<file path="config.mk">
export PLATFORM = sky130hd
export DESIGN_NAME = hazardUnit
export DESIGN_NICKNAME = d
export VERILOG_FILES = /design/src/logic/cpuPkg.sv /design/src/logic/hazardUnit.sv
export SDC_FILE = /design/constraint.sdc
export NUM_CORES = 1
export LEC_CHECK = 0
export BUFFER_PORTS_ARGS = -buffer_cell sky130_fd_sc_hd__buf_4
export CAP_MARGIN = 20
export CORE_AREA = 8 8 129 131
export DETAILED_ROUTE_END_ITERATION = 10
export DIE_AREA = 0 0 137 139
export REMOVE_ABC_BUFFERS = 1
export SKIP_LAST_GASP = 1
export SYNTH_ARGS = -nofsm -noshare
export SYNTH_HDL_FRONTEND = slang
export SYNTH_SLANG_ARGS = --single-unit
</file>
<file path="constraint.sdc">
create_clock -name vclk -period 1.29
set_input_delay 0.0645 -clock vclk [all_inputs]
set_output_delay 0.0645 -clock vclk [all_outputs]
set_load 0.03 [all_outputs]
</file>
<file path="src/logic/cpuPkg.sv">
package cpuPkg;

    localparam int XLen = 32;
    localparam int RegBits = 5;
    localparam int IMemWords = 256;
    localparam int DMemWords = 256;
    localparam int IMemAddrBits = $clog2(IMemWords);
    localparam int DMemAddrBits = $clog2(DMemWords);
    localparam logic [XLen-1:0] IoAddr = 32'h0000_0400;

    // Major opcodes of the supported subset
    localparam logic [6:0] OpLui = 7'b0110111;
    localparam logic [6:0] OpImm = 7'b0010011;
    localparam logic [6:0] OpReg = 7'b0110011;
    localparam logic [6:0] OpLoad = 7'b0000011;
    localparam logic [6:0] OpStore = 7'b0100011;
    localparam logic [6:0] OpBranch = 7'b1100011;
    localparam logic [6:0] OpJal = 7'b1101111;
    localparam logic [6:0] OpJalr = 7'b1100111;

    typedef enum logic [2:0] {
        AluAdd,
        AluSub,
        AluAnd,
        AluOr,
        AluXor,
        AluSlt,
        AluPassB
    } aluOpT;

    typedef enum logic [1:0] {
        ResAlu = 2'b00,
        ResMem = 2'b01,
        ResPcPlus4 = 2'b10
    } resultSrcT;

    typedef enum logic [1:0] {
        FwdNone = 2'b00,
        FwdFromWb = 2'b01,
        FwdFromMem = 2'b10
    } fwdSelT;

    typedef struct packed {
        logic regWrite;
        resultSrcT resultSrc;
        logic memWrite;
        logic branch;
        logic branchNe;
        logic jump;
        logic jalr;
        logic aluSrc;
        aluOpT aluOp;
    } ctrlT;

    typedef struct packed {
        logic [XLen-1:0] instr;
        logic [XLen-1:0] pc;
        logic [XLen-1:0] pcPlus4;
    } ifIdT;

    typedef struct packed {
        ctrlT ctrl;
        logic [XLen-1:0] rd1;
        logic [XLen-1:0] rd2;
        logic [XLen-1:0] pc;
        logic [XLen-1:0] pcPlus4;
        logic [RegBits-1:0] rs1;
        logic [RegBits-1:0] rs2;
        logic [RegBits-1:0] rd;
        logic [XLen-1:0] immExt;
    } idExT;

    typedef struct packed {
        logic regWrite;
        resultSrcT resultSrc;
        logic memWrite;
        logic [XLen-1:0] aluResult;
        logic [XLen-1:0] writeData;
        logic [RegBits-1:0] rd;
        logic [XLen-1:0] pcPlus4;
    } exMemT;

    typedef struct packed {
        logic regWrite;
        resultSrcT resultSrc;
        logic [XLen-1:0] aluResult;
        logic [XLen-1:0] readData;
        logic [RegBits-1:0] rd;
        logic [XLen-1:0] pcPlus4;
    } memWbT;

    typedef struct packed {
        logic regWrite;
        logic [RegBits-1:0] rd;
        logic [XLen-1:0] result;
    } wbT;

endpackage
</file>
<file path="src/logic/hazardUnit.sv">
`timescale 1ns/10ps

module hazardUnit import cpuPkg::*; (
    input  idExT               idEx,
    input  exMemT              exMem,
    input  wbT                 wb,
    input  logic [RegBits-1:0] rs1D,
    input  logic [RegBits-1:0] rs2D,
    input  logic               redirect,
    output logic               stallF,
    output logic               stallD,
    output logic               flushD,
    output logic               flushE,
    output fwdSelT             fwdA,
    output fwdSelT             fwdB
);

    logic lwStall;

    // Memory stage is the younger producer, so it takes priority
    function automatic fwdSelT pickFwd(input logic [RegBits-1:0] rs, input exMemT m,
                                       input wbT w);
        if (rs == '0)
            return FwdNone;
        if (m.regWrite && m.rd == rs)
            return FwdFromMem;
        if (w.regWrite && w.rd == rs)
            return FwdFromWb;
        return FwdNone;
    endfunction

    assign fwdA = pickFwd(idEx.rs1, exMem, wb);
    assign fwdB = pickFwd(idEx.rs2, exMem, wb);

    assign lwStall = idEx.ctrl.regWrite && (idEx.ctrl.resultSrc == ResMem) &&
                     (idEx.rd != '0) && (idEx.rd == rs1D || idEx.rd == rs2D);

    assign stallF = lwStall;
    assign stallD = lwStall;
    assign flushD = redirect;
    assign flushE = lwStall || redirect;

endmodule

</file>
# Word-level counts from Yosys, hierarchy flattened
# Cells that the tools add are included.
[op_classes] addsub=0 multipliers=0 div=0 order_cmp=0 eq_ne=7 shift=0 mux=24 n_bitwise=0 reduce_logical=12
[ops] cell="equality test 5 bit" count=6
[ops] cell="2-to-1 mux 2 bit" count=12
[ops] cell="2-to-1 mux 1 bit" count=12
[ops] cell="zero test 5 bit" count=2
[ops] cell="logical AND 1 bit" count=7
[ops] cell="nonzero test 5 bit" count=1
[ops] cell="equality test 2 x 1 -> 1 bit, second input constant" count=1
[ops] cell="logical OR 1 bit" count=2
[totals] reg_bits=0 latch_bits=0 mem_bits_rw=0 rom_bits=0 output_inout_bits=8 elab_cells=43 mem_count=0

# Longest topological paths before layout
[depth] depth_word=9 mapped_depth=5 mapped_depth_nobuf=4

# Worst setup path before layout
# No wires, ideal clock.
[synth_timing] kind="in2out" startpoint="input port idEx[40] (netlist bit)" endpoint="output port fwdB[0]" arrival_time_ns=1.365 required_ns=1.226 slack_ns=-0.139 path_stages=3 cell_sequence="xnor2_1 nand4_1 nor4b_1"
[synth_between] elab_chain_len=8 elab_cells_between_ends=16 cone_classes="eq/ne (2); mux (11); reduce/logical (3)"
[synth_rtl] item="start: declaration" line="hazardUnit.sv:4" source="input idExT idEx,"
[synth_rtl] item="equality test 5 bit" line="hazardUnit.sv:27" source="if (w.regWrite && w.rd == rs)"
[synth_rtl] item="logical AND 1 bit" line="hazardUnit.sv:27"
[synth_rtl] item="2-to-1 mux 1 bit (2 in series)" line="hazardUnit.sv:27"
[synth_rtl] item="2-to-1 mux 1 bit" line="hazardUnit.sv:25" source="if (m.regWrite && m.rd == rs)"
[synth_rtl] item="2-to-1 mux 2 bit" line="hazardUnit.sv:29" source="return FwdNone;"
[synth_rtl] item="2-to-1 mux 2 bit" line="hazardUnit.sv:27"
[synth_rtl] item="2-to-1 mux 2 bit (*)" line="hazardUnit.sv:25"
[synth_rtl] item="end: declaration" line="hazardUnit.sv:15" source="output fwdSelT fwdB"
# Every way passes the cells marked *; elsewhere a longest branch is shown, timed or not. The select of a mux whose other input is x is not followed.

# Worst setup path in the final report
[layout_timing] startpoint="input port idEx[33] (netlist bit)" endpoint="output port stallF"
[layout_between] elab_chain_len=3 elab_cells_between_ends=6 cone_classes="eq/ne (2); reduce/logical (4)"
[layout_rtl] item="equality test 5 bit / nonzero test 5 bit (equally long branches)" line="hazardUnit.sv:36" source="(idEx.rd != '0) && (idEx.rd == rs1D || idEx.rd == rs2D);"
[layout_rtl] item="logical OR 1 bit / logical AND 1 bit (equally long branches)" line="hazardUnit.sv:36, hazardUnit.sv:35"
[layout_rtl] item="logical AND 1 bit (*)" line="hazardUnit.sv:36"
[layout_rtl] item="end: declaration" line="hazardUnit.sv:10" source="output logic stallF,"
# Every way passes the cells marked *; elsewhere a longest branch is shown, timed or not.

==> flow_metrics.env <==
export IMPL_grt_ovfl_total=0
export IMPL_holdBufCountCts=0
export IMPL_crit_path_max_incr_delay_ns=0.52
export IMPL_final_cells=294
export IMPL_setup_viol=0
export IMPL_dieWidth_um=137
export IMPL_design_seq_count=0
export IMPL_postSynthCellCount=59
export IMPL_final_setup_tns_ns=0
export IMPL_cts_setup_buffers=0
export IMPL_rsz0062_at_grt="false"
export IMPL_synth_area_um2=440.4
export IMPL_antenna_found_initial=0
export IMPL_drt_wl_total_mm=2.049
export IMPL_pre_cts_slack_ns=0.1072
export IMPL_drtIter0Drc=2
export IMPL_path_cells="buf_4, or4_4, o21ai_2, nor2_1, buf_4"
export IMPL_crit_path_start_kind="primary input"
export IMPL_grt_pass1_vias=677
export IMPL_fp_row_count=45
export IMPL_min_delay_path_depth=2
export IMPL_routed_via_density=1.952
export IMPL_wl_per_cell_um=6.969
export IMPL_crit_slowest_cell="or4_4"
export IMPL_ys_warn_count=0
export IMPL_totalPowerFinal_w=0.0002557
export IMPL_hold_class="in -> out"
export IMPL_grt_pass1_wl_mm=3.132
export IMPL_start_util_pct=2.986
export IMPL_ys_types=17
export IMPL_n_clock_buffer=0
export IMPL_place_congestion=0.7142
export IMPL_drive_above_1_share_pct=50.00
export IMPL_postSynthAreaPerCell_um2=7.465
export IMPL_hpwl_mm=1.977
export IMPL_worstSetupPathType="in -> out"
export IMPL_cp_required_ns=1.23
export IMPL_dp_cells=294
export IMPL_period_needed_ns=1.182
export IMPL_num_vias=574
export IMPL_ant_nets=0
export IMPL_postPlaceCellArea_mm2=0.001028
export IMPL_numPortBuffers=49
export IMPL_final_area_mm2=0.001028
export IMPL_syn_to_final_growth_pct=133.5
export IMPL_crit_fanout=3
export IMPL_ys_seq_area_share_pct=0
export IMPL_finalMaxSlewViolations=0
export IMPL_critPathCaptureType="primary output"
export IMPL_grt_max_degree=4
export IMPL_post_cts_resized_instances=0
export IMPL_die_area_mm2=0.01904
export IMPL_antenna_cells=0
export IMPL_synth_top_cell_area_share_pct=35.80
export IMPL_grtUsageTotal_pct=1.953
export IMPL_fp_dieH_um=139
export IMPL_finalWorstSetupSlack_ns=0.1084
export IMPL_max_freq_ghz=0.8463
export IMPL_period_share_pct=91.60
export IMPL_relSlewSlack_pct=82.32
export IMPL_drc_errors=0
export IMPL_powerDensity_mw_per_mm2=248.7
export IMPL_cp_data_arrival_time_ns=1.12
export IMPL_min_to="flushD"
export IMPL_worstHoldStart="redirect"
export IMPL_hold_viol=0
export IMPL_vdd_drop_max_mv=0.07841
export IMPL_drv_cap=0
export IMPL_crit_top_cell="buf_4"
export IMPL_power_leakage_nw=0.3813
export IMPL_firstDrtPassIters=2
export IMPL_worst_pin_slew_ns=0.2615
export IMPL_core_region_area_mm2=0.01475
export IMPL_status="finished clean"
export IMPL_io_pins=349
export IMPL_synthTopCellsByArea="xor2_1 (36%), xnor2_1 (24%), nor2_1 (6.0%)"
export IMPL_seqCellArea_um2=0
export IMPL_nNetsFinal=449
export IMPL_synth_top_area_cell="xor2_1"
[report_power, final]
| group | total (W) | switching (W) | internal [W] |
|---|---|---|---|
| clock network | 0 | 0 | 0 |
| registers | 0 | 0 | 0 |
| logic | 0.000256 | 0.000108 | 0.000148 |
| total | 0.000256 | 0.000108 | 0.000148 |
[cell usage after synthesis]
| library cell | n |
|---|---|
| nor3_1 | 2 |
| buf_4 | 2 |
| nor4_1 | 2 |
| nor4b_1 | 1 |
| o21ai_2 | 1 |
| o21bai_1 | 1 |
| nand3_1 | 2 |
| nor2_1 | 7 |
| nor2_2 | 1 |
| or4_1 | 2 |
| xnor2_1 | 12 |
| nand4_1 | 2 |
| or4_4 | 1 |
| xor2_1 | 18 |
| nor4b_2 | 1 |
| a22oi_1 | 1 |
| nand2_1 | 3 |
[cell type report]
cell class	count	area [µm²]
tap	188	235.2
timing repair buffer	49	367.9
fill	1747	13720
multi-input combinational	57	425.4
[worst max-delay path: cells and delay by family]
family                 cells  cell delay [ns]
buffers and inverters      2             0.31
AO/OA/AOI/OAI              1             0.15
AND/OR/NAND/NOR            2             0.60
[worst max path at each step]
stage	startpoint	to	slack, ns
after floorplan	idEx[40]	fwdB[0]	-0.14
after global placement	idEx[33]	stallF	0.11
after detailed placement	idEx[33]	stallF	0.11
after CTS	idEx[33]	stallF	0.10
after global routing	exMem[32]	fwdA[0]	0.02
final	idEx[33]	stallF	0.11
[kinds of logic after synthesis]
kind of cell / count (synthesis) / synth area share (%)
AOI/OAI and AO/OA: 3 / 5.399
xor gates and xnor gates: 30 / 59.66
buffers and inverters: 2 / 3.408
and+or+nand+nor: 24 / 31.53
[placed cells by master, fill, tap and decap left out, drive strengths merged]
cell type   n
nor4b       2
buf        49
o21bai      1
or4         3
nand4       2
nand3       2
nor4        2
nor3        2
nand2       3
o21ai       1
nor2        8
xnor2      12
a22oi       1
xor2       18
[through the flow]
step           hold WS [ns]  util (%)
6_report             0.3571     6.972
5_1_grt              0.3643     6.972
4_1_cts              0.3599     6.972
3_5_place_dp         0.3598     6.972
3_3_place_gp         0.3580     6.972
2_1_floorplan        0.1290         -
[per-layer routing]
layer	vias to the layer above	wire length [µm]	GRT usage [%]
met2	40	895	3.237
met3	0	299	0.6159
met4	0	0	0
met5	-	0	0
met1	238	854	2.549
li1	296	-	-
No activity file was read; power rests on OpenSTA's default activity.
