<file path="src/logic/cpuPkg.sv">
package cpuPkg;

    localparam int XLen = 32;
    localparam int RegBits = 5;
    localparam int IMemWords = 256;
    localparam int DMemWords = 256;
    localparam int IMemAddrBits = $clog2(IMemWords);
    localparam int DMemAddrBits = $clog2(DMemWords);
    localparam logic [XLen-1:0] IoAddr = 32'h0000_0400;

    // Major opcodes of the supported subset
    localparam logic [6:0] OpLui = 7'b0110111;
    localparam logic [6:0] OpImm = 7'b0010011;
    localparam logic [6:0] OpReg = 7'b0110011;
    localparam logic [6:0] OpLoad = 7'b0000011;
    localparam logic [6:0] OpStore = 7'b0100011;
    localparam logic [6:0] OpBranch = 7'b1100011;
    localparam logic [6:0] OpJal = 7'b1101111;
    localparam logic [6:0] OpJalr = 7'b1100111;

    typedef enum logic [2:0] {
        AluAdd,
        AluSub,
        AluAnd,
        AluOr,
        AluXor,
        AluSlt,
        AluPassB
    } aluOpT;

    typedef enum logic [1:0] {
        ResAlu = 2'b00,
        ResMem = 2'b01,
        ResPcPlus4 = 2'b10
    } resultSrcT;

    typedef enum logic [1:0] {
        FwdNone = 2'b00,
        FwdFromWb = 2'b01,
        FwdFromMem = 2'b10
    } fwdSelT;

    typedef struct packed {
        logic regWrite;
        resultSrcT resultSrc;
        logic memWrite;
        logic branch;
        logic branchNe;
        logic jump;
        logic jalr;
        logic aluSrc;
        aluOpT aluOp;
    } ctrlT;

    typedef struct packed {
        logic [XLen-1:0] instr;
        logic [XLen-1:0] pc;
        logic [XLen-1:0] pcPlus4;
    } ifIdT;

    typedef struct packed {
        ctrlT ctrl;
        logic [XLen-1:0] rd1;
        logic [XLen-1:0] rd2;
        logic [XLen-1:0] pc;
        logic [XLen-1:0] pcPlus4;
        logic [RegBits-1:0] rs1;
        logic [RegBits-1:0] rs2;
        logic [RegBits-1:0] rd;
        logic [XLen-1:0] immExt;
    } idExT;

    typedef struct packed {
        logic regWrite;
        resultSrcT resultSrc;
        logic memWrite;
        logic [XLen-1:0] aluResult;
        logic [XLen-1:0] writeData;
        logic [RegBits-1:0] rd;
        logic [XLen-1:0] pcPlus4;
    } exMemT;

    typedef struct packed {
        logic regWrite;
        resultSrcT resultSrc;
        logic [XLen-1:0] aluResult;
        logic [XLen-1:0] readData;
        logic [RegBits-1:0] rd;
        logic [XLen-1:0] pcPlus4;
    } memWbT;

    typedef struct packed {
        logic regWrite;
        logic [RegBits-1:0] rd;
        logic [XLen-1:0] result;
    } wbT;

endpackage
</file>
<file path="src/logic/decodeStage.sv">
`timescale 1ns/10ps

module decodeStage import cpuPkg::*; (
    input  logic               clk,
    input  logic               rst,
    input  ifIdT               ifId,
    input  wbT                 wb,
    input  logic               flushE,
    output logic [RegBits-1:0] rs1D,
    output logic [RegBits-1:0] rs2D,
    output idExT               idEx,
    output logic [XLen-1:0]    a0
);

    logic [XLen-1:0]    regs [32];
    logic [XLen-1:0]    instr;
    logic [6:0]         opcode;
    logic [2:0]         funct3;
    logic               funct7b5;
    logic [RegBits-1:0] rdD;
    ctrlT               ctrlD;
    logic [XLen-1:0]    immD;
    logic [XLen-1:0]    rd1D;
    logic [XLen-1:0]    rd2D;
    idExT               idExD;

    assign instr = ifId.instr;
    assign opcode = instr[6:0];
    assign funct3 = instr[14:12];
    assign funct7b5 = instr[30];
    assign rs1D = instr[19:15];
    assign rs2D = instr[24:20];
    assign rdD = instr[11:7];

    always_comb
    begin
        ctrlD = '0;
        immD = '0;
        case (opcode)
            OpLui:
            begin
                ctrlD.regWrite = 1'b1;
                ctrlD.aluSrc = 1'b1;
                ctrlD.aluOp = AluPassB;
                immD = {instr[31:12], 12'b0};
            end
            OpImm, OpReg:
            begin
                ctrlD.regWrite = 1'b1;
                ctrlD.aluSrc = (opcode == OpImm);
                immD = {{20{instr[31]}}, instr[31:20]};
                case (funct3)
                    3'b000: ctrlD.aluOp = (opcode == OpReg && funct7b5) ? AluSub : AluAdd;
                    3'b010: ctrlD.aluOp = AluSlt;
                    3'b100: ctrlD.aluOp = AluXor;
                    3'b110: ctrlD.aluOp = AluOr;
                    3'b111: ctrlD.aluOp = AluAnd;
                    // Shifts and sltu are outside the subset
                    default: ctrlD.regWrite = 1'b0;
                endcase
            end
            OpLoad:
            begin
                ctrlD.regWrite = 1'b1;
                ctrlD.resultSrc = ResMem;
                ctrlD.aluSrc = 1'b1;
                immD = {{20{instr[31]}}, instr[31:20]};
            end
            OpStore:
            begin
                ctrlD.memWrite = 1'b1;
                ctrlD.aluSrc = 1'b1;
                immD = {{20{instr[31]}}, instr[31:25], instr[11:7]};
            end
            OpBranch:
            begin
                // beq and bne only
                ctrlD.branch = (funct3 == 3'b000) || (funct3 == 3'b001);
                ctrlD.branchNe = funct3[0];
                ctrlD.aluOp = AluSub;
                immD = {{19{instr[31]}}, instr[31], instr[7], instr[30:25], instr[11:8], 1'b0};
            end
            OpJal:
            begin
                ctrlD.regWrite = 1'b1;
                ctrlD.resultSrc = ResPcPlus4;
                ctrlD.jump = 1'b1;
                immD = {{11{instr[31]}}, instr[31], instr[19:12], instr[20], instr[30:21], 1'b0};
            end
            OpJalr:
            begin
                ctrlD.regWrite = 1'b1;
                ctrlD.resultSrc = ResPcPlus4;
                ctrlD.jalr = 1'b1;
                ctrlD.aluSrc = 1'b1;
                immD = {{20{instr[31]}}, instr[31:20]};
            end
            default:
            begin
                ctrlD = '0;
            end
        endcase
    end

    // Register file, x0 never written
    always_ff @(posedge clk)
    begin
        if (rst)
        begin
            for (int i = 0; i < 32; i++)
                regs[i] <= '0;
        end
        else if (wb.regWrite && wb.rd != '0)
            regs[wb.rd] <= wb.result;
    end

    // Same-cycle writeback bypass
    assign rd1D = (rs1D == '0) ? '0 :
                  (wb.regWrite && wb.rd == rs1D) ? wb.result : regs[rs1D];
    assign rd2D = (rs2D == '0) ? '0 :
                  (wb.regWrite && wb.rd == rs2D) ? wb.result : regs[rs2D];
    assign a0 = regs[10];

    always_comb
    begin
        idExD.ctrl = ctrlD;
        idExD.rd1 = rd1D;
        idExD.rd2 = rd2D;
        idExD.pc = ifId.pc;
        idExD.pcPlus4 = ifId.pcPlus4;
        idExD.rs1 = rs1D;
        idExD.rs2 = rs2D;
        idExD.rd = rdD;
        idExD.immExt = immD;
    end

    stageReg #(.payloadT(idExT)) u_idExReg (
        .clk   (clk),
        .rst   (rst),
        .en    (1'b1),
        .flush (flushE),
        .d     (idExD),
        .q     (idEx)
    );

endmodule

</file>
<file path="src/logic/stageReg.sv">
`timescale 1ns/10ps

module stageReg #(
    parameter type payloadT = logic
) (
    input  logic    clk,
    input  logic    rst,
    input  logic    en,
    input  logic    flush,
    input  payloadT d,
    output payloadT q
);

    // An all-zero payload is a bubble with no side effects
    always_ff @(posedge clk)
    begin
        if (rst || flush)
            q <= '0;
        else if (en)
            q <= d;
    end

endmodule

</file>
<file path="config.mk">
export PLATFORM = sky130hd
export DESIGN_NAME = decodeStage
export DESIGN_NICKNAME = d
export VERILOG_FILES = /design/src/logic/cpuPkg.sv /design/src/logic/decodeStage.sv /design/src/logic/stageReg.sv
export SDC_FILE = /design/constraint.sdc
export NUM_CORES = 2
export LEC_CHECK = 0
export BUFFER_PORTS_ARGS = -buffer_cell sky130_fd_sc_hd__buf_2
export CAP_MARGIN = 30
export CELL_PAD_IN_SITES_DETAIL_PLACEMENT = 1
export CELL_PAD_IN_SITES_GLOBAL_PLACEMENT = 1
export CORE_AREA = 5 5 346 348
export DETAILED_ROUTE_END_ITERATION = 6
export DIE_AREA = 0 0 351 353
export PLACE_DENSITY = 0.88
export SLEW_MARGIN = 20
export SYNTH_ARGS = -nofsm -noshare
export SYNTH_HDL_FRONTEND = slang
export SYNTH_SLANG_ARGS = --single-unit
</file>
<file path="constraint.sdc">
create_clock -name clk -period 3.1 [get_ports clk]
set_clock_uncertainty 0.15 [all_clocks]
set_input_delay 0.31 -clock clk [delete_from_list [all_inputs] [get_ports clk]]
set_output_delay 0.31 -clock clk [all_outputs]
set_load 0.005 [all_outputs]
</file>
# ---- After elaboration in Yosys (flattened, before gate mapping)
# Memory sizes are Yosys's and may differ from the RTL's. A register that Yosys moved wholly into a read port is not among the register bits.
# Index checks and enable logic that the tools add are counted.
dict set report classes {
  eq_ne 13
  n_mux 19
  n_bitwise 1
  reduce_logical 18
}
# cell n
set op_table {}
lappend op_table {{$pmux W32 S5} 1}
lappend op_table {{$mux W32} 1}
lappend op_table {{$reduce_or A32 Y1} 1}
lappend op_table {{$eq A7 B6 Y1 const B} 3}
lappend op_table {{$eq A7 B7 Y1 const B} 3}
lappend op_table {{$pmux W3 S5} 1}
lappend op_table {{$reduce_or A4 Y1} 3}
lappend op_table {{$mux W1} 11}
lappend op_table {{$logic_not A5 Y1} 2}
lappend op_table {{$reduce_or A2 Y1} 5}
lappend op_table {{$eq A3 B3 Y1 const B} 3}
lappend op_table {{$pmux W3 S3} 1}
lappend op_table {{$eq A7 B2 Y1 const B} 1}
lappend op_table {{$eq A7 B5 Y1 const B} 1}
lappend op_table {{$mux W5} 1}
lappend op_table {{$reduce_bool A5 Y1} 1}
lappend op_table {{$reduce_or A5 Y1} 1}
lappend op_table {{$pmux W1 S2} 2}
lappend op_table {{$pmux W2 S2} 1}
lappend op_table {{$eq A3 B1 Y1 const B} 1}
lappend op_table {{$eq A3 B2 Y1 const B} 1}
lappend op_table {{$logic_not A3 Y1} 1}
lappend op_table {{$logic_and A1 B1 Y1} 2}
lappend op_table {{$logic_or A1 B1 Y1} 2}
lappend op_table {{$not A1 Y1} 1}
dict set report word_totals {
  register_bits 123
  mem_bits_rw 1024
  out_inout_bits 229
  memories 1
}
# name depth word_bits rd rd_clocked_by_memory_dff wr line
set mem_list {}
lappend mem_list {regs 32 32 3 2 32 decodeStage.sv:15} ;# logic [XLen-1:0] regs [32];

# ---- Logic depth before layout (Yosys ltp)
dict set report logic_depth {
  word_depth 7
  mapped_depth 11
  mapped_depth_nobuf 5
}

# ---- Modules after synthesis
# From an unflattened synthesis, not the netlist that was laid out.
dict set report hier_totals {
  cells_unflattened 4305
  hier_area_um2 61943.2
}
# mod instances cells_each area_per_inst_um2
set modules_own_cells {}
lappend modules_own_cells {decodeStage 1 3701 55256.7}
lappend modules_own_cells {stageReg 1 604 6686.4}

# ---- Least setup slack after synthesis
# OpenSTA, ideal clock, no wires.
dict set report synth_path {
  path_kind {input-to-reg}
  from {input wb[34] (netlist bit)}
  to {memory regs[19][0], enable pin}
  arrival_time_ns 1.971
  path_slack_ns 0.604
  stages 6
  path_cell_list {buf_4 > or3b_2 > clkbuf_1 > nor2_1 > clkbuf_1 > or2_2}
}
# element line
set synth_lines {}
lappend synth_lines {{from (decl)} decodeStage.sv:7} ;# input wbT wb,
lappend synth_lines {{to (decl)} decodeStage.sv:15}

# ---- Worst setup path in the final report
dict set report layout_path {
  from {input ifId[82] (netlist bit)}
  to {register, netlist name u_idExReg.q[147]}
}
dict set report layout_via {
  elab_chain_cells 2
}
# element line
set layout_lines {}
lappend layout_lines {{from (decl)} decodeStage.sv:6} ;# input ifIdT ifId,
lappend layout_lines {{$logic_not A5 Y1} decodeStage.sv:118} ;# assign rd1D = (rs1D == '0) ? '0 :
lappend layout_lines {{$reduce_or A2 Y1 (no line)} n/a}
# Several ways; a longest one is shown, not always the timed one.
# A chain may end at the register's enable or synchronous reset.

==> impl_metrics.py <==
metrics = {
    "sta": {
        "fmax_ghz": 0.312,
        "relSlewSlack_pct": 15.4,
        "fin_crit_ns": 3.20,
        "fin_crit_sh_pct": 103,
        "tightest_slew_ns": 1.27,
        "finalSetupViolCount": 2,
        "finalHoldViolCount": 0,
        "slew_violations": 0,
        "tns_ns": -0.115,
        "setup_slack_ns": -0.104,
        "rsz0062_at_grt": "false",
    },
    "min_path": {
        "worst_hold_path_type": "in2reg",
        "hold_end": "u_idExReg.q[171]",
        "hp-start": "wb[28]",
        "hold_depth": 3,
    },
    "power": {
        "power_density_nw_per_um2": 576,
        "leakagePower_nw": 25.4,
        "ir_drop_mv": 0.570,
    },
    "yosys": {
        "synth_flop_cell": "edfxtp_1",
        "synth_seq_cells": 1211,
        "synthTopCellsByCount": "edfxtp_1, and2_1, mux4_2",
        "synthTopCellsByArea": "edfxtp_1, mux4_2, and2_1",
        "synth_fa_ha_area_share_pct": 0,
        "synth.cell_area_um2": 59900,
        "postSynthCellCount": 4055,
        "synthMuxAreaShare_pct": 20.0,
        "async_flop_share_pct": 0,
        "ys_warn_count": 0,
        "seq_area_frac_synth_pct": 57.5,
        "synth-compound-area-share_pct": 4.38,
        "synth_top_family_by_area": "multiplexers",
        "yosys.cell_types.count": 70,
        "synthXorXnorAreaFrac_pct": 0.175,
        "synth.avg_cell_area_um2": 14.8,
        "yosysMostFrequentCell": "edfxtp_1",
        "synth-simple-area-share_pct": 14.2,
        "yosysTopAreaCellShare_pct": 51.3,
        "synth_edf_count": 1024,
        "yosysTopAreaCell": "edfxtp_1",
    },
    "worst_setup_path": {
        "path_cells": "dlygate4sd3_1 -> buf_2 -> or3b_2 -> o22ai_1 -> or3_1 -> a2111oi_0 -> a21o_1",
        "rr_worst_depth": 5,
        "worstPathMaxFanout": 16,
        "worst_ep_required_time_ns": 3.67,
        "critPathLaunchType": "input port",
        "path_class": "in2reg",
        "worst_ep_arrival_time_ns": 3.78,
        "r2r-start": "regs[10][1]",
        "slowest_delay_ns": 0.77,
        "rrSetupSlack_ns": 0.19,
        "cp_slowest_cell": "or3b_2",
        "r2r-end": "u_idExReg.q[112]",
        "cp_top_family": "simple AND/OR/NAND/NOR gates",
        "worst_setup_path_end_kind": "flip-flop",
        "worst-path-buf-inv": 2,
    },
    "die": {
        "start_util_pct": 51.7,
        "die_w_um": 351,
        "die_area_um2": 124000,
        "die_y_um": 353,
        "core_um2": 116000,
        "row_count": 125,
        "pin_count": 366,
    },
    "detailed_routing": {
        "dr.pass1.iters": 7,
        "drc": 3,
        "drt_iter0_drc": 8268,
        "wirelength_mm": 257,
        "final_antenna_net_count": 0,
        "wl_per_cell_um": 41.6,
        "vias": 46300,
        "via_per_inst": 7.51,
    },
    "layout": {
        "regArea_um2": 34500,
        "area_growth_pct": 17.0,
        "drive_gt1_share_pct": 30.8,
        "n_fill_cell": 10600,
        "final_cells": 6169,
        "final_nets": 4660,
        "multi_input_area_um2": 23600,
    },
    "cts": {
        "postCtsSetupBuffers": 0,
        "clk_pin_slew_ns": 0.06,
        "cts_made_buffers": 134,
        "clock_latency_ns": 0.79,
        "cts_tree": "done",
        "cts_buffer_depth": 3,
        "cts.sinks": 1211,
        "htree_levels": 4,
        "cts_root_buf": "clkbuf_16",
    },
    "grt": {
        "grt_first_pass_wirelength_mm": 363,
        "antenna_found_initial": 17,
        "grt_max_degree": 84,
        "grt.met2_usage_pct": 62.0,
        "use_met1_pct": 46.4,
        "grt_use_met3_pct": 15.0,
        "grt_pass1_vias": 48500,
        "grt_overflow_total": 0,
        "grt_busiest_layer": "met2",
        "track_usage_pct": 41.0,
    },
    "placed_design": {
        "dp.cells": 5804,
        "globalplace.congestion": 0.982,
        "port_buffers": 365,
        "dp_hpwl_mm": 152,
    },
    "status": {
        "failed_checks": "DRC, setup timing",
        "outcome": "finished with violations",
    },
    "flow_run": {
        "max_cap_violations": 0,
    },
}
report_power, final:
| group | internal, mW | switching (mW) |
|---|---|---|
| Clock | 9.21 | 7.14 |
| Sequential | 18.5 | 0.687 |
| Combinational | 1.97 | 2.85 |
cells by family (layout without fill, tap and decap cells):
group	Yosys count	in the layout
AOI/OAI and AO/OA	354	354
xor gates and xnor gates	12	12
buffers and inverters	459	1002
DFF	1211	1211
muxes	574	574
other	1	48
and+or+nand+nor	1444	1444
worst reg2reg max path, cell delays in order, from the launching register on:
cell and delay (ns):
edfxtp_1 0.47, mux4_2 0.51, a22oi_1 0.96, nand2_1 0.19
nor3_1 0.41, nor3_1 0.10
state kept, by name (all words and copies together) (netlist names):
name	count
u_idExReg.q	187
regs	1024
metal layers:
metal | vias to the layer above | routed length (um)
li1 | 16400 | -
met1 | 22800 | 76900
met2 | 5389 | 114000
met3 | 1725 | 37200
met4 | 6 | 28600
met5 | - | 35
how the worst max path moves through the flow:
stage	start	end	cells after the start
6_report	ifId[82]	u_idExReg.q[147]	7
5_1_grt	rst	u_idExReg.q[184]	8
4_1_cts	ifId[82]	u_idExReg.q[152]	7
3_5_place_dp	ifId[79]	u_idExReg.q[165]	7
3_3_place_gp	ifId[79]	u_idExReg.q[165]	7
2_1_floorplan	wb[34]	regs[19][0]	6
through the flow:
| step | util, % | hold WS, ns | instance area, um^2 | worst slack, ns | power [mW] |
|---|---|---|---|---|---|
| floorplan | - | 0.237 | 60100 | 0.604 | 21.6 |
| global placement | 55.8 | 0.361 | 64600 | 0.133 | 23.4 |
| detailed placement | 55.8 | 0.363 | 64700 | 0.129 | 23.7 |
| CTS | 60.4 | 0.00224 | 70000 | 0.250 | 39.8 |
| global route | 60.5 | 0.0185 | 70100 | 0.0452 | 41.1 |
| finish | 60.5 | 0.0188 | 70100 | -0.104 | 40.4 |
cell usage in the layout, fill, tap and decap left out, drive strengths merged, types with 15 or more instances in the layout:
cell type	netlist	final
o21ai	24	24
edfxtp	1024	1024
nor2	85	85
dlygate4sd3	0	103
nand2	54	54
inv	6	18
conb	1	32
clkbuf	303	190
a211o	20	20
and2	954	954
mux2i	77	77
buf	150	649
a21oi	32	32
o22ai	90	90
clkinv	0	35
or2	36	36
a22oi	78	78
or3	15	15
nor3	188	188
mux4	495	495
nor2b	46	46
a211oi	23	23
diode	0	16
a32o	25	25
dfxtp	187	187
timing repair:
item | in CTS | in global routing
resized for setup | 0 | 0
setup endpoints to repair | 0 | 0
hold buffers | 103 | 0
endpoints found under the hold margin | 131 | 0
layout make-up:
type,count,share of cell area (%)
sequential,1211,49.2
multi-input combinational,2416,33.6
timing repair buffer,754,8.23
clock buffer,188,5.49
tap,1524,2.72
clock inverter,54,0.664
antenna,16,0.0571
inverter,6,0.0321
No activity file was read; power rests on OpenSTA's default activity.
