File: src/logic/cpuPkg.sv
package cpuPkg;

    localparam int XLen = 32;
    localparam int RegBits = 5;
    localparam int IMemWords = 256;
    localparam int DMemWords = 256;
    localparam int IMemAddrBits = $clog2(IMemWords);
    localparam int DMemAddrBits = $clog2(DMemWords);
    localparam logic [XLen-1:0] IoAddr = 32'h0000_0400;

    // Major opcodes of the supported subset
    localparam logic [6:0] OpLui = 7'b0110111;
    localparam logic [6:0] OpImm = 7'b0010011;
    localparam logic [6:0] OpReg = 7'b0110011;
    localparam logic [6:0] OpLoad = 7'b0000011;
    localparam logic [6:0] OpStore = 7'b0100011;
    localparam logic [6:0] OpBranch = 7'b1100011;
    localparam logic [6:0] OpJal = 7'b1101111;
    localparam logic [6:0] OpJalr = 7'b1100111;

    typedef enum logic [2:0] {
        AluAdd,
        AluSub,
        AluAnd,
        AluOr,
        AluXor,
        AluSlt,
        AluPassB
    } aluOpT;

    typedef enum logic [1:0] {
        ResAlu = 2'b00,
        ResMem = 2'b01,
        ResPcPlus4 = 2'b10
    } resultSrcT;

    typedef enum logic [1:0] {
        FwdNone = 2'b00,
        FwdFromWb = 2'b01,
        FwdFromMem = 2'b10
    } fwdSelT;

    typedef struct packed {
        logic regWrite;
        resultSrcT resultSrc;
        logic memWrite;
        logic branch;
        logic branchNe;
        logic jump;
        logic jalr;
        logic aluSrc;
        aluOpT aluOp;
    } ctrlT;

    typedef struct packed {
        logic [XLen-1:0] instr;
        logic [XLen-1:0] pc;
        logic [XLen-1:0] pcPlus4;
    } ifIdT;

    typedef struct packed {
        ctrlT ctrl;
        logic [XLen-1:0] rd1;
        logic [XLen-1:0] rd2;
        logic [XLen-1:0] pc;
        logic [XLen-1:0] pcPlus4;
        logic [RegBits-1:0] rs1;
        logic [RegBits-1:0] rs2;
        logic [RegBits-1:0] rd;
        logic [XLen-1:0] immExt;
    } idExT;

    typedef struct packed {
        logic regWrite;
        resultSrcT resultSrc;
        logic memWrite;
        logic [XLen-1:0] aluResult;
        logic [XLen-1:0] writeData;
        logic [RegBits-1:0] rd;
        logic [XLen-1:0] pcPlus4;
    } exMemT;

    typedef struct packed {
        logic regWrite;
        resultSrcT resultSrc;
        logic [XLen-1:0] aluResult;
        logic [XLen-1:0] readData;
        logic [RegBits-1:0] rd;
        logic [XLen-1:0] pcPlus4;
    } memWbT;

    typedef struct packed {
        logic regWrite;
        logic [RegBits-1:0] rd;
        logic [XLen-1:0] result;
    } wbT;

endpackage
File: src/logic/executeStage.sv
`timescale 1ns/10ps

module executeStage import cpuPkg::*; (
    input  logic            clk,
    input  logic            rst,
    input  idExT            idEx,
    input  fwdSelT          fwdA,
    input  fwdSelT          fwdB,
    input  wbT              wb,
    input  exMemT           exMemFwd,
    output exMemT           exMem,
    output logic            redirect,
    output logic [XLen-1:0] redirectPc
);

    logic [XLen-1:0] srcA;
    logic [XLen-1:0] regB;
    logic [XLen-1:0] srcB;
    logic [XLen-1:0] aluResult;
    logic            equal;
    logic            taken;
    exMemT           exMemD;

    // Loads stall and links flush, so only ALU results forward from memory
    always_comb
    begin
        case (fwdA)
            FwdFromMem: srcA = exMemFwd.aluResult;
            FwdFromWb:  srcA = wb.result;
            default:    srcA = idEx.rd1;
        endcase
        case (fwdB)
            FwdFromMem: regB = exMemFwd.aluResult;
            FwdFromWb:  regB = wb.result;
            default:    regB = idEx.rd2;
        endcase
    end

    assign srcB = idEx.ctrl.aluSrc ? idEx.immExt : regB;

    always_comb
    begin
        case (idEx.ctrl.aluOp)
            AluSub:   aluResult = srcA - srcB;
            AluAnd:   aluResult = srcA & srcB;
            AluOr:    aluResult = srcA | srcB;
            AluXor:   aluResult = srcA ^ srcB;
            AluSlt:   aluResult = {{(XLen-1){1'b0}}, $signed(srcA) < $signed(srcB)};
            AluPassB: aluResult = srcB;
            default:  aluResult = srcA + srcB;
        endcase
    end

    // beq when equal, bne when not
    assign equal = (srcA == regB);
    assign taken = idEx.ctrl.branch && (equal ^ idEx.ctrl.branchNe);
    assign redirect = taken || idEx.ctrl.jump || idEx.ctrl.jalr;
    assign redirectPc = idEx.ctrl.jalr ? {aluResult[XLen-1:1], 1'b0}
                                       : idEx.pc + idEx.immExt;

    always_comb
    begin
        exMemD.regWrite = idEx.ctrl.regWrite;
        exMemD.resultSrc = idEx.ctrl.resultSrc;
        exMemD.memWrite = idEx.ctrl.memWrite;
        exMemD.aluResult = aluResult;
        exMemD.writeData = regB;
        exMemD.rd = idEx.rd;
        exMemD.pcPlus4 = idEx.pcPlus4;
    end

    stageReg #(.payloadT(exMemT)) u_exMemReg (
        .clk   (clk),
        .rst   (rst),
        .en    (1'b1),
        .flush (1'b0),
        .d     (exMemD),
        .q     (exMem)
    );

endmodule

File: src/logic/stageReg.sv
`timescale 1ns/10ps

module stageReg #(
    parameter type payloadT = logic
) (
    input  logic    clk,
    input  logic    rst,
    input  logic    en,
    input  logic    flush,
    input  payloadT d,
    output payloadT q
);

    // An all-zero payload is a bubble with no side effects
    always_ff @(posedge clk)
    begin
        if (rst || flush)
            q <= '0;
        else if (en)
            q <= d;
    end

endmodule

File: config.mk
export PLATFORM = sky130hd
export DESIGN_NAME = executeStage
export DESIGN_NICKNAME = d
export VERILOG_FILES = /design/src/logic/cpuPkg.sv /design/src/logic/executeStage.sv /design/src/logic/stageReg.sv
export SDC_FILE = /design/constraint.sdc
export NUM_CORES = 1
export LEC_CHECK = 0
export CORE_ASPECT_RATIO = 2
export CORE_MARGIN = 2
export CORE_UTILIZATION = 38
export DETAILED_ROUTE_END_ITERATION = 12
export DONT_BUFFER_PORTS = 1
export GPL_ROUTABILITY_DRIVEN = 1
export SKIP_CTS_REPAIR_TIMING = 1
export SLEW_MARGIN = 30
export SYNTH_ARGS = -nofsm -noshare
export SYNTH_HDL_FRONTEND = slang
export SYNTH_SLANG_ARGS = --single-unit
File: constraint.sdc
create_clock -name clk -period 7.6 [get_ports clk]
set_input_delay 1.14 -clock clk [delete_from_list [all_inputs] [get_ports clk]]
set_output_delay 1.14 -clock clk [all_outputs]
set_load 0.01 [all_outputs]
==> Word level (Yosys, flattened, before mapping) <==
Cells that the tools add are included.
Widths: inputs -> output; s select.
{ "classes": {"n_addsub": 3, "magnitude_cmp": 1, "n_eq_ne": 11, "muxes": 5, "n_bitwise": 4, "reduce_logical": 3} }
{ "ops": {"columns": ["op", "count"], "rows": [
  ["$pmux 32 s6", 1],
  ["$pmux 32 s2", 2],
  ["$add 32x32->32", 2],
  ["$mux 32", 2],
  ["$and 32x32->32", 1],
  ["$eq 32x32->1", 1],
  ["$lt 32x32->1", 1],
  ["$or 32x32->32", 1],
  ["$sub 32x32->32", 1],
  ["$xor 32x32->32", 1],
  ["$eq 3x3->1 const B", 3],
  ["$eq 3x2->1 const B", 2],
  ["$eq 2x1->1 const B", 2],
  ["$eq 2x2->1 const B", 2],
  ["$eq 3x1->1 const B", 1],
  ["$logic_or 1x1->1", 2],
  ["$logic_and 1x1->1", 1],
  ["$xor 1x1->1", 1]
]} }
{ "totals": {"reg_bits": 105, "input_bits": 336, "output_inout_bits": 138, "word_cells": 34} }

==> Longest topological paths before layout <==
Gate-level depths: netlist (run 1).
{ "logic_depth": {"depth_word": 7, "ltp_mapped": 21} }

==> Hierarchy <==
From an unflattened synthesis (run 1), not the netlist that was laid out.
{ "hier_totals": {"hier_cells": 1799, "area_unflattened_um2": 13332.8} }
{ "modules_own_cells": {"columns": ["module", "instances", "cells_each", "area_per_inst_um2", "seq_area_each_um2"], "rows": [
  ["executeStage", 1, 1459, 9590.4, 0.0],
  ["stageReg", 1, 340, 3742.3, 2102.0]
]} }

==> Least setup slack after synthesis (run 1) <==
No wires, ideal clock.
{ "synth_path": {"path_type": "input port to output port", "startpoint": "input port fwdB[0]", "endpoint": "output port redirectPc[20]", "arrival_ns": 4.997, "setup_slack_ns": 1.463, "path_stages": 20, "cell_sequence": "inv_1 ha_1 buf_2 clkbuf_1 buf_2 a221o_1 o21ai_0 o21ai_0 ha_1 inv_1 fa_1 nand2b_1 a21oi_1 a2111oi_0 nor2_1 a31oi_1 a21o_1 a31o_2 a22o_1 a21oi_1"} }
{ "synth_between": {"elab_chain_len": 6, "word_cells_on_any_way": 11, "classes_between": "add/sub (2); eq/ne (2); mux (4); bitwise (3)"} }
{ "synth_lines": {"columns": ["item", "line_no", "rtl"], "rows": [
  ["start, declared", "executeStage.sv:8", "input fwdSelT fwdB,"],
  ["$eq 2x1->1 or $eq 2x2->1 (tied branches)", "executeStage.sv:32", "case (fwdB)"],
  ["$pmux 32 s2 (*)", "executeStage.sv:32", null],
  ["$mux 32 (*)", "executeStage.sv:39", "assign srcB = idEx.ctrl.aluSrc ? idEx.immExt : regB;"],
  ["$add 32x32->32, or another cell as far along", "executeStage.sv:50", "default: aluResult = srcA + srcB;"],
  ["$pmux 32 s6 (*)", "executeStage.sv:43", "case (idEx.ctrl.aluOp)"],
  ["$mux 32 (*)", "executeStage.sv:58", "assign redirectPc = idEx.ctrl.jalr ? {aluResult[XLen-1:1], 1'b0}"],
  ["end, declared", "executeStage.sv:13", "output logic [XLen-1:0] redirectPc"]
]} }
Every way passes the cells marked *; elsewhere a longest branch is shown, timed or not.

==> Worst setup path in the final report (run 1) <==
{ "layout_path": {"startpoint": "input port fwdB[0]", "endpoint": "output port redirectPc[22]"} }
The elaborated chain is that of the path after synthesis.

==> results of run 1 <==
==> per-stage QoR <==
step                cell area (µm²)  worst slack, ns  cells
floorplan                     12300             1.46   1683
global placement              12900            0.521   2073
detailed placement            12900            0.526   2073
CTS                           13200            0.500   2089
global route                  13200           0.0775   2097
finish                        13200            0.256   2097
==> routing by layer <==
layer / part of all wire [%] / track usage, % / vias to the layer above
met5: 0.021 / 0 / -
met4: 12 / 37.2 / 2
met3: 6.3 / 5.93 / 248
met2: 49 / 62.4 / 795
met1: 33 / 34.2 / 6351
li1: - / - / 6135
==> critical path, stage by stage <==
cell and delay, ns:
inv_1 0.03, ha_1 0.63, buf_4 0.33, a221o_1 0.15, o21ai_0 0.18, o21ai_0 0.48
ha_1 0.45, a211oi_1 0.43, o211ai_1 0.16, a21oi_1 0.41, nor2b_1 0.15, a311oi_4 0.57
a221oi_2 0.14, o21ai_1 0.53, mux2i_1 0.20, buf_4 0.19
==> power groups by stage <==
stage | sequential, µW | clock (µW) | combinational [µW]
floorplan | 659 | 0 | 1010
global placement | 674 | 0 | 1470
detailed placement | 673 | 0 | 1470
CTS | 661 | 523 | 1480
global route | 663 | 536 | 1620
finish | 660 | 515 | 1520
==> cell usage in the layout, fill, tap and decap left out, types with 18 or more instances in the layout <==
cell type | synthesis | layout
a221oi_1 | 29 | 29
nor3_1 | 20 | 20
nand2_1 | 110 | 109
ha_1 | 131 | 130
nor2_1 | 179 | 178
nand2b_1 | 21 | 21
o22ai_1 | 24 | 24
nor4_1 | 21 | 21
a21oi_1 | 156 | 156
inv_1 | 117 | 117
dfxtp_1 | 105 | 105
xnor2_1 | 53 | 53
nand3_1 | 18 | 18
a21o_1 | 30 | 30
nand4_1 | 21 | 21
a221o_1 | 48 | 48
nor2b_1 | 62 | 60
buf_4 | 6 | 75
o21ai_0 | 113 | 113
a22oi_1 | 50 | 50
==> cell families (layout without fill, tap and decap cells) <==
family	count (synthesis)	in the layout	share of synthesized area [%]
buffers and inverters	232	211	8.15
AOI/OAI and AO/OA	633	633	35.7
muxes	18	18	1.48
xor gates and xnor gates	67	67	4.76
other	0	8	0
DFF	105	105	17.1
adders and majority gates	135	135	13.9
and+or+nand+nor	493	493	19.0
==> how the worst max path moves through the flow <==
stage | startpoint | to | slack [ns] | cells past startpoint
6_report | fwdB[0] | redirectPc[22] | 0.26 | 16
5_1_grt | fwdB[1] | redirectPc[20] | 0.08 | 19
4_1_cts | fwdB[1] | redirectPc[20] | 0.50 | 19
3_5_place_dp | fwdB[1] | redirectPc[20] | 0.53 | 19
3_3_place_gp | fwdB[1] | redirectPc[18] | 0.52 | 18
2_1_floorplan | fwdB[0] | redirectPc[20] | 1.46 | 20
==> cell type report <==
cell class                      count  area, µm²  share of cell area, %
Antenna cell                        8       20.0                  0.151
Timing Repair Buffer               75        563                   4.26
Tap cell                          427        534                   4.04
Inverter                          120        455                   3.45
Multi-Input combinational cell   1346       9230                   69.8
Clock inverter                      7       85.1                  0.644
Sequential cell                   105       2100                   15.9
Clock buffer                        9        225                   1.70
==> reports/summary.txt, run 1 <==
Status -> complete, no violations
First-pass GRT wire length -> 89300 µm
Fin crit share -> 96.6%
RSZ-0062 raised after global routing -> false
Final setup fails -> 0
Max FFs per register -> 105
Post-synth top area share -> 17.1%
End of the worst hold path -> u_exMemReg.q[1]
Total wire length -> 63000 µm
Clock share of power -> 19.1%
Clk pin slew, worst setup/hold paths -> 0.09 ns
Post-synth EDFFs -> 0
Mapped Cells -> 1683
Register area share after synthesis -> 17.1%
Largest net degree at the start of global routing -> 106
Starting DRT DRC Count -> 1234
Worst Path Required -> 6.46 ns
Filler instances -> 3484
Final critical-path required period -> 7.34 ns
Boundary Pins -> 474
Worst Hold Depth -> 1
Gr ovfl total -> 0
Row count -> 93
Vias in the first global route -> 13500
Ys flop type -> dfxtp_1
Cts bufs inserted -> 9
Setup crit end kind -> primary output
WHS -> 0.821 ns
Maximum VDD drop -> 0.180 mV
DIE AREA -> 34000 µm²
Die width -> 131 µm
CTS H-tree lvls -> 3
Total chip power -> 2700 µW
Comb power frac -> 56.4%
Max cap viols -> 0
Synth top area cells -> dfxtp_1 (17%), ha_1 (13%), a21oi_1 (6.3%)
Port-buffer cells -> 0
Worst-Margin Slew -> 1.09 ns
WL/cell -> 30.0 µm
Nets@finish -> 2127
Asr flop ratio synth -> 0%
CTS tree -> done
Final Max Tran Viols -> 0
Mapped Area -> 12300 µm²
Share of layout cells above drive strength 1 -> 7.64%
Switching power -> 1320 µW
CTS Sinks -> 105
Commonest cells post-synth -> nor2_1 (179), a21oi_1 (156), ha_1 (131)
Ys Warns -> 0
Largest registers -> u_exMemReg.q (105)
Critical path peak fanout -> 20
Dpl hpwl -> 50900 µm
Synth-to-layout area growth -> 7.28%
Seq pwr share -> 24.5%
Endpoints failing hold -> 0
Min-delay src -> rst
Placer Congestion -> 1.02
Die Y -> 259 µm
PwrDens -> 204 nW/µm²
CTS Buffer Depth -> 2
Sw Share -> 49.1%
Syn avg cell area -> 7.32 µm²
GRT Overall Usage -> 35.6%
Pre-Repair DR Iteration Count -> 6
Setup CP Type -> in -> out
Top reg by flops -> u_exMemReg.q
Via count -> 13500
Worst min path class -> in -> reg
Internal power -> 1370 µW
Most frequent cell after synthesis -> nor2_1
Synth Register Bits -> 105
Core area -> 32100 µm²
Leak pwr -> 0.00559 µW
Largest area contributor in the synthesized netlist -> dfxtp_1
Syn nets -> 2153
Initial core utilization -> 38.4%
Final TNS setup -> 0 ns
Max transition margin -> 26.3%
CP startpoint kind -> input port
# DRC -> 0
Root buffer cell -> clkbuf_16
Cell variety after synth -> 88
Initial antenna violation count -> 7
Final core occ -> 41.1%
Vias per cell -> 6.45
Data arrival, critical path -> 6.20 ns
Fmax achieved -> 0.136 GHz
Antenna-violating nets left -> 0
No activity file was read; power rests on OpenSTA's default activity.
==> inputs of run 2 (changes only) <==
--- a/config.mk
+++ b/config.mk
@@ -5,11 +5,11 @@
 export SDC_FILE = /design/constraint.sdc
 export NUM_CORES = 1
 export LEC_CHECK = 0
+export BUFFER_PORTS_ARGS = -buffer_cell sky130_fd_sc_hd__buf_2
 export CORE_ASPECT_RATIO = 2
 export CORE_MARGIN = 2
 export CORE_UTILIZATION = 38
 export DETAILED_ROUTE_END_ITERATION = 12
-export DONT_BUFFER_PORTS = 1
 export GPL_ROUTABILITY_DRIVEN = 1
 export SKIP_CTS_REPAIR_TIMING = 1
 export SLEW_MARGIN = 30
==> constraint.sdc (replaced) <==
create_clock -name clk -period 8.55 [get_ports clk]
set_input_delay 1.2825 -clock clk [delete_from_list [all_inputs] [get_ports clk]]
set_output_delay 1.2825 -clock clk [all_outputs]
set_load 0.01 [all_outputs]
==> reports/summary.txt, run 2 (same netlist as run 1, synthesis figures left out) <==
Endpoints failing hold -> 0 (unchanged)
Design area -> 15000 µm² (was 13200 µm²)
Synth-to-layout area growth -> 21.6% (was 7.28%)
Pre-Repair DR Iteration Count -> 6 (unchanged)
Final critical-path required period -> 7.82 ns
Placed Area -> 14700 µm² (was 12900 µm²)
Initial antenna violation count -> 0 (was 7)
Antenna-violating nets left -> 0 (unchanged)
# DRC -> 0 (unchanged)
CTS Sinks -> 105 (unchanged)
Placer Congestion -> 1.04 (was 1.02)
CTS H-tree lvls -> 3 (unchanged)
First-pass GRT wire length -> 91800 µm (was 89300 µm)
Top reg by flops -> u_exMemReg.q (unchanged)
Initial core utilization -> 38.4% (unchanged)
Leak pwr -> 0.00711 µW (was 0.00559 µW)
Data arrival, critical path -> 6.54 ns (was 6.20 ns)
# diodes -> 0 (was 8)
Setup crit end kind -> primary output (unchanged)
Vias per cell -> 6.08 (was 6.45)
Die width -> 131 µm (unchanged)
Share of layout cells above drive strength 1 -> 24.2% (was 7.64%)
Worst min path class -> in -> reg (unchanged)
Commonest non-fill, non-tap cell in the layout -> buf_2 (was nor2_1)
Worst Path Required -> 7.27 ns (was 6.46 ns)
Setup CP Type -> in -> out (unchanged)
Max transition margin -> 32.0% (was 26.3%)
Core area -> 32100 µm² (unchanged)
PwrDens -> 168 nW/µm² (was 204 nW/µm²)
Clk pin slew, worst setup/hold paths -> 0.08 ns (was 0.09 ns)
Dpl hpwl -> 52300 µm (was 50900 µm)
Worst Hold Depth -> 2 (was 1)
Cts bufs inserted -> 9 (unchanged)
CTS tree -> done (unchanged)
Root buffer cell -> clkbuf_16 (unchanged)
WHS -> 1.10 ns (was 0.821 ns)
End of the worst hold path -> u_exMemReg.q[35] (was u_exMemReg.q[1])
Fmax achieved -> 0.128 GHz
Fin crit share -> 91.5%
Largest registers -> u_exMemReg.q (105) (unchanged)
WL/cell -> 26.1 µm (was 30.0 µm)
Final setup fails -> 0 (unchanged)
Total wire length -> 64100 µm (was 63000 µm)
Max cap viols -> 0 (unchanged)
RSZ-0062 raised after global routing -> false (unchanged)
GRT Overall Usage -> 36.2% (was 35.6%)
Final TNS setup -> 0 ns (unchanged)
Row count -> 93 (unchanged)
Starting DRT DRC Count -> 1267 (was 1234)
Total chip power -> 2520 µW (was 2700 µW)
CP startpoint kind -> input port (unchanged)
Status -> complete, no violations (unchanged)
Min-delay src -> idEx[35] (was rst)
Worst-Margin Slew -> 1.02 ns (was 1.09 ns)
Gr ovfl total -> 0 (unchanged)
Most frequent cells in the layout -> buf_2 (383), nor2_1 (178), a21oi_1 (156), ha_1 (129), inv_1 (117) (was nor2_1 (178), a21oi_1 (156), ha_1 (130), inv_1 (117), o21ai_0 (113))
DIE AREA -> 34000 µm² (unchanged)
Critical path peak fanout -> 19 (was 20)
Nets@finish -> 2490 (was 2127)
Vias in the first global route -> 14800 (was 13500)
Max FFs per register -> 105 (unchanged)
Boundary Pins -> 474 (unchanged)
CTS Buffer Depth -> 2 (unchanged)
Final Max Tran Viols -> 0 (unchanged)
Maximum VDD drop -> 0.157 mV (was 0.180 mV)
Die Y -> 259 µm (unchanged)
Via count -> 14900 (was 13500)
Port-buffer cells -> 384 (was 0)
Largest net degree at the start of global routing -> 84 (was 106)
## run 2: cell types whose count changed in the layout (fill, tap and decap cells not counted), moves of 2 or more
cell and change:
inv_6 +2, diode_2 -8, buf_4 -21, buf_2 +383
## run 2: layout make-up
type | instances | area, µm²
clock buffer | 9 | 225
timing repair buffer | 438 | 2340
sequential | 105 | 2100
clock inverter | 7 | 91.3
inverter | 120 | 455
tap | 427 | 534
fill | 3417 | 17100
multi-input combinational | 1346 | 9230
## run 2: worst max-delay path by stage
stage	from	end	slack, ns	cells past startpoint
after floorplan	fwdB[0]	redirectPc[20]	2.13	20
after global placement	fwdB[0]	redirectPc[16]	0.99	21
after detailed placement	fwdB[0]	redirectPc[20]	0.97	20
after CTS	fwdB[0]	redirectPc[17]	0.95	19
after global routing	fwdB[1]	redirectPc[28]	0.39	20
final	fwdB[0]	redirectPc[28]	0.73	20
## run 2: routing by layer
metal | routed length (µm) | global-route usage (%)
met1 | 21900 | 36.3
met2 | 31600 | 64.5
met3 | 3590 | 4.13
met4 | 6980 | 34.3
met5 | 0 | 0
## run 2: per-stage QoR
stage / utilization (%) / cells / worst slack (ns)
floorplan: - / 1683 / 2.13
global placement: 45.7 / 2436 / 0.987
detailed placement: 45.7 / 2436 / 0.974
CTS: 46.7 / 2452 / 0.946
global route: 46.7 / 2452 / 0.387
finish: 46.7 / 2452 / 0.728
## run 2: power breakdown
part	leakage (µW)	switching (µW)	internal (µW)
registers	0.000873	13.1	536
logic	0.00608	984	537
clock network	0.000152	235	213
total	0.00711	1230	1290
## run 2: critical path: stages
cell	delay, ns
buf_2	0.09
inv_1	0.04
ha_1	0.38
buf_4	0.30
a221o_1	0.36
o21ai_0	0.27
nor2_1	0.09
a21oi_1	0.29
inv_1	0.08
ha_1	0.45
a21oi_1	0.29
o22ai_1	0.16
a2111oi_0	0.57
nor2_1	0.24
a21oi_1	0.62
o21ai_0	0.24
a41o_1	0.29
o2bb2ai_1	0.19
mux2i_1	0.12
buf_2	0.18
